[src/tracePkg.sv]
package tracePkg;

    localparam int traceNum = 3;
    localparam int tagWidth = 8;
    localparam int endDataWidth = 64;

    // Default sampler widths.
    localparam int ch0WidthDef = 28;
    localparam int ch1WidthDef = 67;
    localparam int ch2WidthDef = 13;

    // Tag byte written below each payload.
    typedef enum logic [tagWidth-1:0] {
        tagCh0 = 0,
        tagCh1 = 1,
        tagCh2 = 2,
        tagEnd = 128
    } traceTag;

    function automatic int alignUp(input int n, input int unit);
        return ((n + unit - 1) / unit) * unit;
    endfunction

    // Data padded to bytes, plus the tag byte.
    function automatic int packWidth(input int dataWidth);
        return alignUp(dataWidth, 8) + tagWidth;
    endfunction

    function automatic int recordWidth(input int w0, input int w1, input int w2, input int beat);
        return alignUp(packWidth(w0) + packWidth(w1) + packWidth(w2) + tagWidth + endDataWidth,
                       beat);
    endfunction

    // Must hold the full record size in bytes.
    function automatic int lenWidth(input int recBits);
        return $clog2(recBits / 8 + 1);
    endfunction

endpackage

[src/streamPkg.sv]
package streamPkg;

    // Downstream bus word.
    localparam int beatWidth = 64;

    // Serializer states.
    typedef enum logic {
        serIdle,
        serSend
    } serState;

endpackage

[src/batchIf.sv]
`timescale 1ns/1ps

interface batchIf import tracePkg::*; #(
    parameter int recordBits = 256
) ();

    logic                              recValid;
    logic                              recReady;
    logic [recordBits-1:0]             recData;
    logic [lenWidth(recordBits)-1:0]   recLen;    // Record size in bytes.

    modport producer (
        output recValid,
        output recData,
        output recLen,
        input  recReady
    );

    modport consumer (
        input  recValid,
        input  recData,
        input  recLen,
        output recReady
    );

endinterface

[src/traceBatch.sv]
`timescale 1ns/1ps

module traceBatch import tracePkg::*; #(
    parameter int ch0Width = ch0WidthDef,
    parameter int ch1Width = ch1WidthDef,
    parameter int ch2Width = ch2WidthDef
) (
    input  logic                clk,
    input  logic                rst,
    input  logic                ch0Valid,
    input  logic                ch1Valid,
    input  logic                ch2Valid,
    input  logic                ch0Enable,
    input  logic                ch1Enable,
    input  logic                ch2Enable,
    input  logic [ch0Width-1:0] ch0Data,
    input  logic [ch1Width-1:0] ch1Data,
    input  logic [ch2Width-1:0] ch2Data,
    output logic                ch0Ready,
    output logic                ch1Ready,
    output logic                ch2Ready,
    batchIf.producer            rec
);

    localparam int recordBits = $bits(rec.recData);
    localparam int lenBits = lenWidth(recordBits);

    localparam logic [lenBits-1:0] ch0Bytes = lenBits'(packWidth(ch0Width) / 8);
    localparam logic [lenBits-1:0] ch1Bytes = lenBits'(packWidth(ch1Width) / 8);
    localparam logic [lenBits-1:0] ch2Bytes = lenBits'(packWidth(ch2Width) / 8);
    localparam logic [lenBits-1:0] endBytes = lenBits'((tagWidth + endDataWidth) / 8);
    localparam logic [tagWidth+endDataWidth-1:0] endField = {{endDataWidth{1'b0}}, tagEnd};

    logic [traceNum:0]      full;       // Capture register, then the compress stages.
    logic [traceNum:0]      readyIn;
    logic                   anyValid;
    logic                   anyEnable;

    logic [ch0Width-1:0]    capData0;
    logic [ch1Width-1:0]    capData1;
    logic [ch2Width-1:0]    capData2;
    logic [traceNum-1:0]    capEn;

    logic [recordBits-1:0]  rec1;
    logic [lenBits-1:0]     len1;
    logic [ch1Width-1:0]    s1Data1;
    logic [ch2Width-1:0]    s1Data2;
    logic                   s1En1;
    logic                   s1En2;

    logic [recordBits-1:0]  rec2;
    logic [lenBits-1:0]     len2;
    logic [ch2Width-1:0]    s2Data2;
    logic                   s2En2;

    logic [recordBits-1:0]  rec3;
    logic [lenBits-1:0]     len3;
    logic [recordBits-1:0]  ch2Field;
    logic [lenBits-1:0]     endOffset;

    assign anyValid = ch0Valid | ch1Valid | ch2Valid;
    assign anyEnable = ch0Enable | ch1Enable | ch2Enable;

    // A stage can take new data if empty or if its content moves on.
    assign readyIn[traceNum] = !full[traceNum] || rec.recReady;
    for (genvar i = 0; i < traceNum; i++) begin : readyChain
        assign readyIn[i] = !full[i] || readyIn[i+1];
    end

    assign ch0Ready = readyIn[0];
    assign ch1Ready = readyIn[0];
    assign ch2Ready = readyIn[0];

    always_ff @(posedge clk) begin
        if (!rst) begin
            full <= '0;
        end else begin
            if (readyIn[0]) begin
                full[0] <= anyValid && anyEnable;   // Nothing enabled, nothing kept.
            end
            for (int i = 1; i <= traceNum; i++) begin
                if (readyIn[i]) begin
                    full[i] <= full[i-1];
                end
            end
        end
    end

    always_ff @(posedge clk) begin
        if (readyIn[0] && anyValid) begin
            capData0 <= ch0Data;
            capData1 <= ch1Data;
            capData2 <= ch2Data;
            capEn <= {ch2Enable, ch1Enable, ch0Enable};
        end
    end

    // Channel 0 always lands at offset zero.
    always_ff @(posedge clk) begin
        if (readyIn[1] && full[0]) begin
            rec1 <= capEn[0] ? recordBits'({capData0, tagCh0}) : '0;
            len1 <= capEn[0] ? ch0Bytes : '0;
            s1Data1 <= capData1;
            s1Data2 <= capData2;
            s1En1 <= capEn[1];
            s1En2 <= capEn[2];
        end
    end

    always_ff @(posedge clk) begin
        if (readyIn[2] && full[1]) begin
            if (s1En1) begin
                rec2 <= rec1 | (recordBits'({s1Data1, tagCh1}) << {len1, 3'b000});
                len2 <= len1 + ch1Bytes;
            end else begin
                rec2 <= rec1;
                len2 <= len1;
            end
            s2Data2 <= s1Data2;
            s2En2 <= s1En2;
        end
    end

    // Last stage also closes the record with the end tag and end word.
    assign ch2Field = s2En2 ? (recordBits'({s2Data2, tagCh2}) << {len2, 3'b000}) : '0;
    assign endOffset = s2En2 ? len2 + ch2Bytes : len2;

    always_ff @(posedge clk) begin
        if (readyIn[3] && full[2]) begin
            rec3 <= rec2 | ch2Field | (recordBits'(endField) << {endOffset, 3'b000});
            len3 <= endOffset + endBytes;
        end
    end

    assign rec.recValid = full[traceNum];
    assign rec.recData = rec3;
    assign rec.recLen = len3;

    recLenRange: assert property (@(posedge clk) disable iff (!rst)
        rec.recValid |-> (rec.recLen >= endBytes && rec.recLen <= lenBits'(recordBits / 8)));

endmodule

[src/batchSerializer.sv]
`timescale 1ns/1ps

module batchSerializer import tracePkg::*; import streamPkg::*; #(
    parameter int recordBits = recordWidth(ch0WidthDef, ch1WidthDef, ch2WidthDef, beatWidth)
) (
    input  logic                 clk,
    input  logic                 rst,
    batchIf.consumer             rec,
    output logic                 beatValid,
    output logic [beatWidth-1:0] beatData,
    output logic                 beatLast,
    input  logic                 beatReady
);

    localparam int lenBits = lenWidth(recordBits);
    localparam int beatBytes = beatWidth / 8;

    serState               state;
    logic [recordBits-1:0] holdData;   // Current beat sits in the low bits.
    logic [lenBits-1:0]    beatsLeft;
    logic                  beatFire;

    assign rec.recReady = (state == serIdle);
    assign beatValid = (state == serSend);
    assign beatData = holdData[beatWidth-1:0];
    assign beatLast = beatValid && (beatsLeft == lenBits'(1));
    assign beatFire = beatValid && beatReady;

    always_ff @(posedge clk) begin
        if (!rst) begin
            state <= serIdle;
            beatsLeft <= '0;
        end else begin
            case (state)
                serIdle: begin
                    if (rec.recValid) begin
                        state <= serSend;
                        beatsLeft <= lenBits'((rec.recLen + beatBytes - 1) / beatBytes);
                    end
                end
                serSend: begin
                    if (beatFire) begin
                        beatsLeft <= beatsLeft - 1'b1;
                        if (beatLast) begin
                            state <= serIdle;
                        end
                    end
                end
                default: state <= serIdle;
            endcase
        end
    end

    always_ff @(posedge clk) begin
        if (rec.recValid && rec.recReady) begin
            holdData <= rec.recData;
        end else if (beatFire) begin
            holdData <= holdData >> beatWidth;  // Next beat moves down.
        end
    end

    beatHold: assert property (@(posedge clk) disable iff (!rst)
        beatValid && !beatReady |=> beatValid && $stable(beatData) && $stable(beatLast));

endmodule

[src/traceCapture.sv]
`timescale 1ns/1ps

module traceCapture import tracePkg::*; import streamPkg::*; #(
    parameter int ch0Width = ch0WidthDef,
    parameter int ch1Width = ch1WidthDef,
    parameter int ch2Width = ch2WidthDef
) (
    input  logic                 clk,
    input  logic                 rst,
    input  logic                 ch0Valid,
    input  logic                 ch1Valid,
    input  logic                 ch2Valid,
    input  logic                 ch0Enable,
    input  logic                 ch1Enable,
    input  logic                 ch2Enable,
    input  logic [ch0Width-1:0]  ch0Data,
    input  logic [ch1Width-1:0]  ch1Data,
    input  logic [ch2Width-1:0]  ch2Data,
    output logic                 ch0Ready,
    output logic                 ch1Ready,
    output logic                 ch2Ready,
    output logic                 beatValid,
    output logic [beatWidth-1:0] beatData,
    output logic                 beatLast,
    input  logic                 beatReady
);

    // Record size rounded up to whole beats.
    localparam int recordBits = recordWidth(ch0Width, ch1Width, ch2Width, beatWidth);

    batchIf #(.recordBits(recordBits)) recBus ();

    traceBatch #(
        .ch0Width(ch0Width),
        .ch1Width(ch1Width),
        .ch2Width(ch2Width)
    ) batchInst (
        .clk(clk),
        .rst(rst),
        .ch0Valid(ch0Valid),
        .ch1Valid(ch1Valid),
        .ch2Valid(ch2Valid),
        .ch0Enable(ch0Enable),
        .ch1Enable(ch1Enable),
        .ch2Enable(ch2Enable),
        .ch0Data(ch0Data),
        .ch1Data(ch1Data),
        .ch2Data(ch2Data),
        .ch0Ready(ch0Ready),
        .ch1Ready(ch1Ready),
        .ch2Ready(ch2Ready),
        .rec(recBus.producer)
    );

    batchSerializer #(.recordBits(recordBits)) serInst (
        .clk(clk),
        .rst(rst),
        .rec(recBus.consumer),
        .beatValid(beatValid),
        .beatData(beatData),
        .beatLast(beatLast),
        .beatReady(beatReady)
    );

endmodule

[config.mk]
export PLATFORM = sky130hd
export DESIGN_NAME = traceCapture
export DESIGN_NICKNAME = d
export VERILOG_FILES = /design/src/tracePkg.sv /design/src/streamPkg.sv /design/src/batchIf.sv /design/src/traceBatch.sv /design/src/batchSerializer.sv /design/src/traceCapture.sv
export SDC_FILE = /design/constraint.sdc
export NUM_CORES = 1
export LEC_CHECK = 0
export BUFFER_PORTS_ARGS = -buffer_cell sky130_fd_sc_hd__buf_2
export CELL_PAD_IN_SITES_DETAIL_PLACEMENT = 1
export CELL_PAD_IN_SITES_GLOBAL_PLACEMENT = 1
export CORE_MARGIN = 2
export CORE_UTILIZATION = 55
export CTS_CLUSTER_SIZE = 8
export DETAILED_ROUTE_END_ITERATION = 12
export PLACE_DENSITY = 0.9
export SKIP_CTS_REPAIR_TIMING = 1
export SYNTH_ARGS = -nofsm -noshare
export SYNTH_HDL_FRONTEND = slang
export SYNTH_SLANG_ARGS = --single-unit
[constraint.sdc]
create_clock -name clk -period 27.8 [get_ports clk]
set_input_delay 5.56 -clock clk [delete_from_list [all_inputs] [get_ports clk]]
set_output_delay 5.56 -clock clk [all_outputs]
set_load 0.005 [all_outputs]
* After elaboration in Yosys (flattened, before gate mapping)
Index checks and enable logic that the tools add are counted.
Storage, ports and cells: bits in latches 0, output and inout bits 69, bits in read-only memories 0, input port bits 117, memory bits (writable) 0, flip-flop bits (word level) 1260, memories kept 0
Cells by class: $lt $le $gt $ge 0, reduce and logical (&&, ||, !) cells 18, add/subtract/negate cells 6, multiplexer cells 14, multipliers 0, eq/ne operators 3, shift-type cells 3, divide/modulo/power cells 0, bitwise logic cells 8
Operator list (count):
- two-way mux 256 bit | 4
- OR 256 bit | 3
- << shifter 21 x 9 -> 256 bit | 1
- << shifter 75 x 9 -> 256 bit | 1
- << shifter 8 x 9 -> 256 bit, first input constant | 1
- two-way mux 6 bit | 4
- adder 6 x 4 -> 6 bit, second input constant | 2
- case mux 6 bit (2 select lines) | 1
- subtractor 9 x 1 -> 9 bit, second input constant | 1
- logical AND 1 bit | 8
- adder 6 x 4 -> 7 bit, second input constant | 1
- adder 6 x 2 -> 6 bit, second input constant | 1
- equality test 6 x 1 -> 1 bit, second input constant | 1
- subtractor 6 x 1 -> 6 bit, second input constant | 1
- logical NOT 1 bit | 4
- logical OR 1 bit | 4
- inequality test 2 bit, second input constant | 2
- OR 1 bit | 4
- two-way mux 1 bit | 3
- two-way mux 3 bit | 1
- case mux 1 bit (2 select lines) | 1
- AND reduction 2 bit | 1
- nonzero test 2 bit | 1
- inverter 1 bit | 1

* Logic depth before layout (Yosys ltp)
word-level depth 6, depth in mapped cells 9, mapped depth without buffers 7

* Hierarchy
A second synthesis with hierarchy kept.
Second synthesis, totals: cell total of the unflattened synthesis 2118, area, all modules 30377.9 um^2
Modules (own cells, without submodules):
- traceBatch | times used 1, sequential area each 15214.6 um^2, area an instance 18948.2 um^2, cells each 1053
- batchSerializer | times used 1, sequential area each 7827.5 um^2, area an instance 11429.7 um^2, cells each 1065

* Worst setup path after synthesis
No wires, ideal clock.
path kind register to register, start reg serInst.state (netlist: serInst.beatValid), end reg batchInst.rec3[0] (netlist: batchInst.rec.recData[0]) (enable), period minus slack after synthesis 12.800 ns, slack 15.000 ns, setup time 0.914 ns, cell stages (with the launch flop) 3, arrival time 11.886 ns, data required time 26.886 ns, cell sequence dfxtp_1 > buf_2 > a21boi_0
Between the ends: word-level cells in the longest chain between the ends 3
RTL lines:
- from (decl) | RTL line batchSerializer.sv:18 | serState state;
- from (signal assigned) | RTL line batchSerializer.sv:31 | state <= serIdle;
- from (signal assigned) | RTL line batchSerializer.sv:37 | state <= serSend;
- from (signal assigned) | RTL line batchSerializer.sv:45 | state <= serIdle;
- inverter 1 bit | RTL line batchSerializer.sv:23 | assign rec.recReady = (state == serIdle);
- logical OR 1 bit | RTL line traceBatch.sv:65 | assign readyIn[traceNum] = !full[traceNum] || rec.recReady;
- logical AND 1 bit | RTL line traceBatch.sv:129 | if (readyIn[3] && full[2]) begin
- to (signal assigned) | RTL line traceBatch.sv:130 | rec3 <= rec2 | ch2Field | (recordBits'(endField) << {endOffset, 3'b000});
- to (decl) | RTL line traceBatch.sv:56 | logic [recordBits-1:0] rec3;
No other way between the ends. A chain may end at the register's enable or synchronous reset.

* Worst setup path in the final report
start reg batchInst.full[3], end out ch0Ready
Between the ends: word-level cells in the longest chain between the ends 5
RTL lines:
- from (decl) | RTL line traceBatch.sv:34 | logic [traceNum:0] full;
- from (signal, indexed assignment) | RTL line traceBatch.sv:83 | full[i] <= full[i-1];
- logical NOT 1 bit | RTL line traceBatch.sv:65
- logical OR 1 bit | RTL line traceBatch.sv:65
- logical OR 1 bit (3 in a row) | RTL line traceBatch.sv:67 | assign readyIn[i] = !full[i] || readyIn[i+1];
- to (decl) | RTL line traceCapture.sv:19 | output logic ch0Ready,
No other way between the ends.

==> metrics.md <==
| Metric | Value |
|---|---|
| Status | `finished, final reports clean` |
| Flops & latches, synth | `671` |
| Mapped cell area | `0.0254 mm^2` |
| DR WL met2 | `33800 um` |
| Worst slew pin tran | `1.23 ns` |
| Antenna cells | `0` |
| Met3 WL post-DR | `5560 um` |
| Crit end category | `primary output` |
| Fmax achieved | `0.127 GHz` |
| Final-stage net count | `1875` |
| Synth Area in XOR/XNOR | `0.242%` |
| Max_cap viols | `0` |
| CTS tree | `done` |
| Number of global-route vias before repair | `14990` |
| Synth Area in Simple Gates | `10.8%` |
| Post-layout minimum cycle time | `7.88 ns` |
| CP max-delay cell | `dfxtp_1` |
| Post-synth EDFFs | `660` |
| Initial antenna violation count | `2` |
| Final hold vios | `0` |
| Buffers plus inverters on the worst setup path | `2` |
| Port bufs | `185` |
| Total CTS buffers | `93` |
| Leak | `0.0112 uW` |
| Drt first pass iters | `5` |
| Slowest stage delay, CP | `0.61 ns` |
| Setup_tns | `0 ns` |
| Pins Over Slew Limit | `0` |
| Clock power share | `43.6%` |
| Vias | `14039` |
| Switching Share | `22.4%` |
| WP data arrival | `2.32 ns` |
| Cell class contributing the biggest share of worst-path delay | `simple AND/OR/NAND/NOR gates` |
| Main combinational cell family by area after synthesis | `simple AND/OR/NAND/NOR gates` |
| Portion of netlist area occupied by mux cells | `1.06%` |
| Cell variety after synth | `58` |
| DIE WIDTH | `219 um` |
| Total Power | `2340 uW` |
| Core area | `0.0455 mm^2` |
| Flop pwr share | `52.0%` |
| Via density | `5.94` |
| M1 wire length | `25600 um` |
| Critical Path Source Type | `flop` |
| DRC | `0` |
| Post-synth top flop | `edfxtp_1` |
| Largest net degree at the start of global routing | `108` |
| CTS max path bufs | `3` |
| Root Driver | `clkbuf_16` |
| ANT nets after route | `0` |
| Rows | `78` |
| Initial core utilization | `55.8%` |
| Switching Power | `522 uW` |
| Slew HR | `17.4%` |
| I/O pins | `186` |
| Die height | `219 um` |
| 1st-iter DRT viols | `1621` |
| Asr flop ratio synth | `0%` |
| Gr usage total | `28.5%` |
| Comb pwr share | `4.4%` |
| YS warnings | `0` |
| Internal | `1810 uW` |
| Most used cell, CP | `and3_1` |
| Crit-path cells | `and3_1 -> and3_1 -> inv_1 -> buf_2` |
| Synth Area in Compound Gates | `4.77%` |
| Grt ovf | `0` |
| Pwr dens | `81.0 mW/mm^2` |
| Routability cong. | `0.809` |
| Area grow syn2layout | `13.6%` |
| Clk sink count | `671` |
| Max Clock Skew | `0.0213 ns` |
| Uppermost layer routed | `met5` |
| Average cell area after synthesis | `15.7 um^2` |
| Required @ worst endpoint | `22.24 ns` |
| Hold WC Path Type | `reg2reg` |
| Peak supply drop | `0.0665 mV` |
| Post-DP HPWL | `38600 um` |
| RSZ-0062 raised after global routing | `false` |
| First-pass GRT wire length | `98900 um` |
| Post-Synth Adder-Cell Area | `0.493%` |
| Drt wl/cell | `28.4 um` |
| Post-Synthesis Cells | `1612` |
| Worst-path clk slew | `0.05 ns` |
| WL final | `67200 um` |
| Crit path max fanout | `8` |
| Final setup violation count | `0` |
| Worst skew pair latency | `0.65 ns` |
| H-tree levels | `3` |
| Worst setup path class | `reg2out` |
| Sequential element share of the synthesized area | `79.0%` |
| Layout cells sized above 1 | `18.2%` |
| Final period util | `28.3%` |
| DIE AREA | `0.0479 mm^2` |
==> cell families after synthesis <==
logic type,Yosys count
xor gates and xnor gates,7
and+or+nand+nor,556
muxes,27
buffers and inverters,173
DFF,671
other,1
AOI/OAI and AO/OA,167
adders and majority gates,10
==> cell type report <==
class	count	area (um^2)
clock buffer	103	2390
clock inverter	6	97.6
fill	4048	16700
inverter	14	57.6
multi-input combinational	769	4460
sequential	671	20000
tap	600	751
timing repair buffer	199	1030
==> cell usage after synthesis, types with 2 or more instances <==
master | n | area (um^2)
a31oi_1 | 2 | 12.5
edfxtp_1 | 660 | 19800
mux2i_1 | 27 | 270
a21oi_1 | 16 | 80.1
clkbuf_1 | 60 | 225
o21bai_1 | 9 | 67.6
nor3b_1 | 2 | 15.0
nor3_1 | 5 | 25.0
o21ai_0 | 6 | 30.0
ha_1 | 10 | 125
nand2_1 | 279 | 1050
o21a_1 | 4 | 30.0
and3_1 | 44 | 275
buf_2 | 27 | 135
nor3_2 | 2 | 20.0
and2_1 | 131 | 820
buf_1 | 3 | 11.3
buf_4 | 69 | 518
nand4b_1 | 2 | 17.5
nor2b_1 | 34 | 213
a21boi_1 | 2 | 15.0
nand3b_1 | 2 | 15.0
nand4_1 | 3 | 18.8
nand2b_1 | 4 | 25.0
o211ai_1 | 2 | 15.0
a221o_1 | 5 | 50.1
inv_1 | 13 | 48.8
o31ai_1 | 2 | 15.0
nor2_1 | 36 | 135
o21ai_1 | 9 | 45.0
a21boi_0 | 3 | 22.5
a21o_1 | 94 | 706
dfxtp_1 | 11 | 220
xnor2_1 | 5 | 43.8
nand3_1 | 4 | 20.0
a22oi_1 | 2 | 15.0
xor2_1 | 2 | 17.5
==> stage by stage <==
stage	cell area [um^2]	std cells	hold slack (ns)	utilization, %	setup WS [ns]
after floorplan	25400	1613	0.400	-	15.00
after global placement	26300	2253	0.401	57.9	20.05
after detailed placement	26300	2253	0.406	57.9	19.93
after CTS	28800	2362	0.414	63.4	19.93
after global routing	28800	2362	0.419	63.4	19.88
final	28800	2362	0.403	63.4	19.93
==> placed cells by master (no fill, tap or decap), types with 3 or more instances in the layout <==
master       n
a21o_1      94
clkinv_8     3
dfxtp_1     11
nand2b_1     3
edfxtp_1   660
mux2i_1     27
o21bai_1     9
a221o_1      5
buf_4       14
and3_1      44
and2_1     131
o21ai_1      9
nor2b_1     31
xnor2_1      5
nand4_1      3
nor2_1      35
o21a_1       4
nor3_1       5
clkbuf_1     9
o21ai_0      6
nand2_1    279
a21oi_1     16
buf_2      185
ha_1        10
nand3_1      4
clkbuf_16   94
inv_1       12
==> sequential cells by signal, summed over array words and instances, names as in the netlist <==
| name | cells |
|---|---|
| batchInst.rec.recData | 151 |
| batchInst.capData2 | 13 |
| batchInst.full | 4 |
| batchInst.len1 | 1 |
| batchInst.s1Data2 | 13 |
| batchInst.rec1 | 28 |
| batchInst.capData0 | 28 |
| batchInst.s1En2 | 1 |
| batchInst.rec2 | 108 |
| serInst.beatsLeft | 6 |
| serInst.holdData | 156 |
| batchInst.s1Data1 | 67 |
| serInst.beatValid | 1 |
| batchInst.rec.recLen | 6 |
| batchInst.s1En1 | 1 |
| batchInst.len2 | 3 |
| batchInst.capData1 | 67 |
| batchInst.capEn | 3 |
| batchInst.s2En2 | 1 |
| batchInst.s2Data2 | 13 |
==> worst paths after layout <==
check / start / to / slack, ns / cells past startpoint
hold reg to reg: batchInst.capData1[31] / batchInst.s1Data1[31] / 0.40 / 0
setup reg to reg: batchInst.full[3] / serInst.holdData[85] / 24.21 / 5
setup / recovery: batchInst.full[3] / ch0Ready / 19.93 / 4
hold / removal: batchInst.capData1[31] / batchInst.s1Data1[31] / 0.40 / 0
==> power groups by stage <==
stage | registers (uW) | logic [uW] | clock network (uW)
after floorplan | 1220 | 64.1 | 0
after global placement | 1220 | 89.5 | 0
after detailed placement | 1230 | 98.0 | 0
after CTS | 1210 | 103 | 1020
after global routing | 1220 | 110 | 1050
final | 1210 | 103 | 1020
==> routing by layer <==
layer  global-route usage (%)  vias up
li1                         -     5954
met1                     36.8     7095
met2                     48.1      827
met3                     5.38      159
met4                     11.3        4
met5                        0        -
Note: power is estimated with default switching activity, not from simulation.
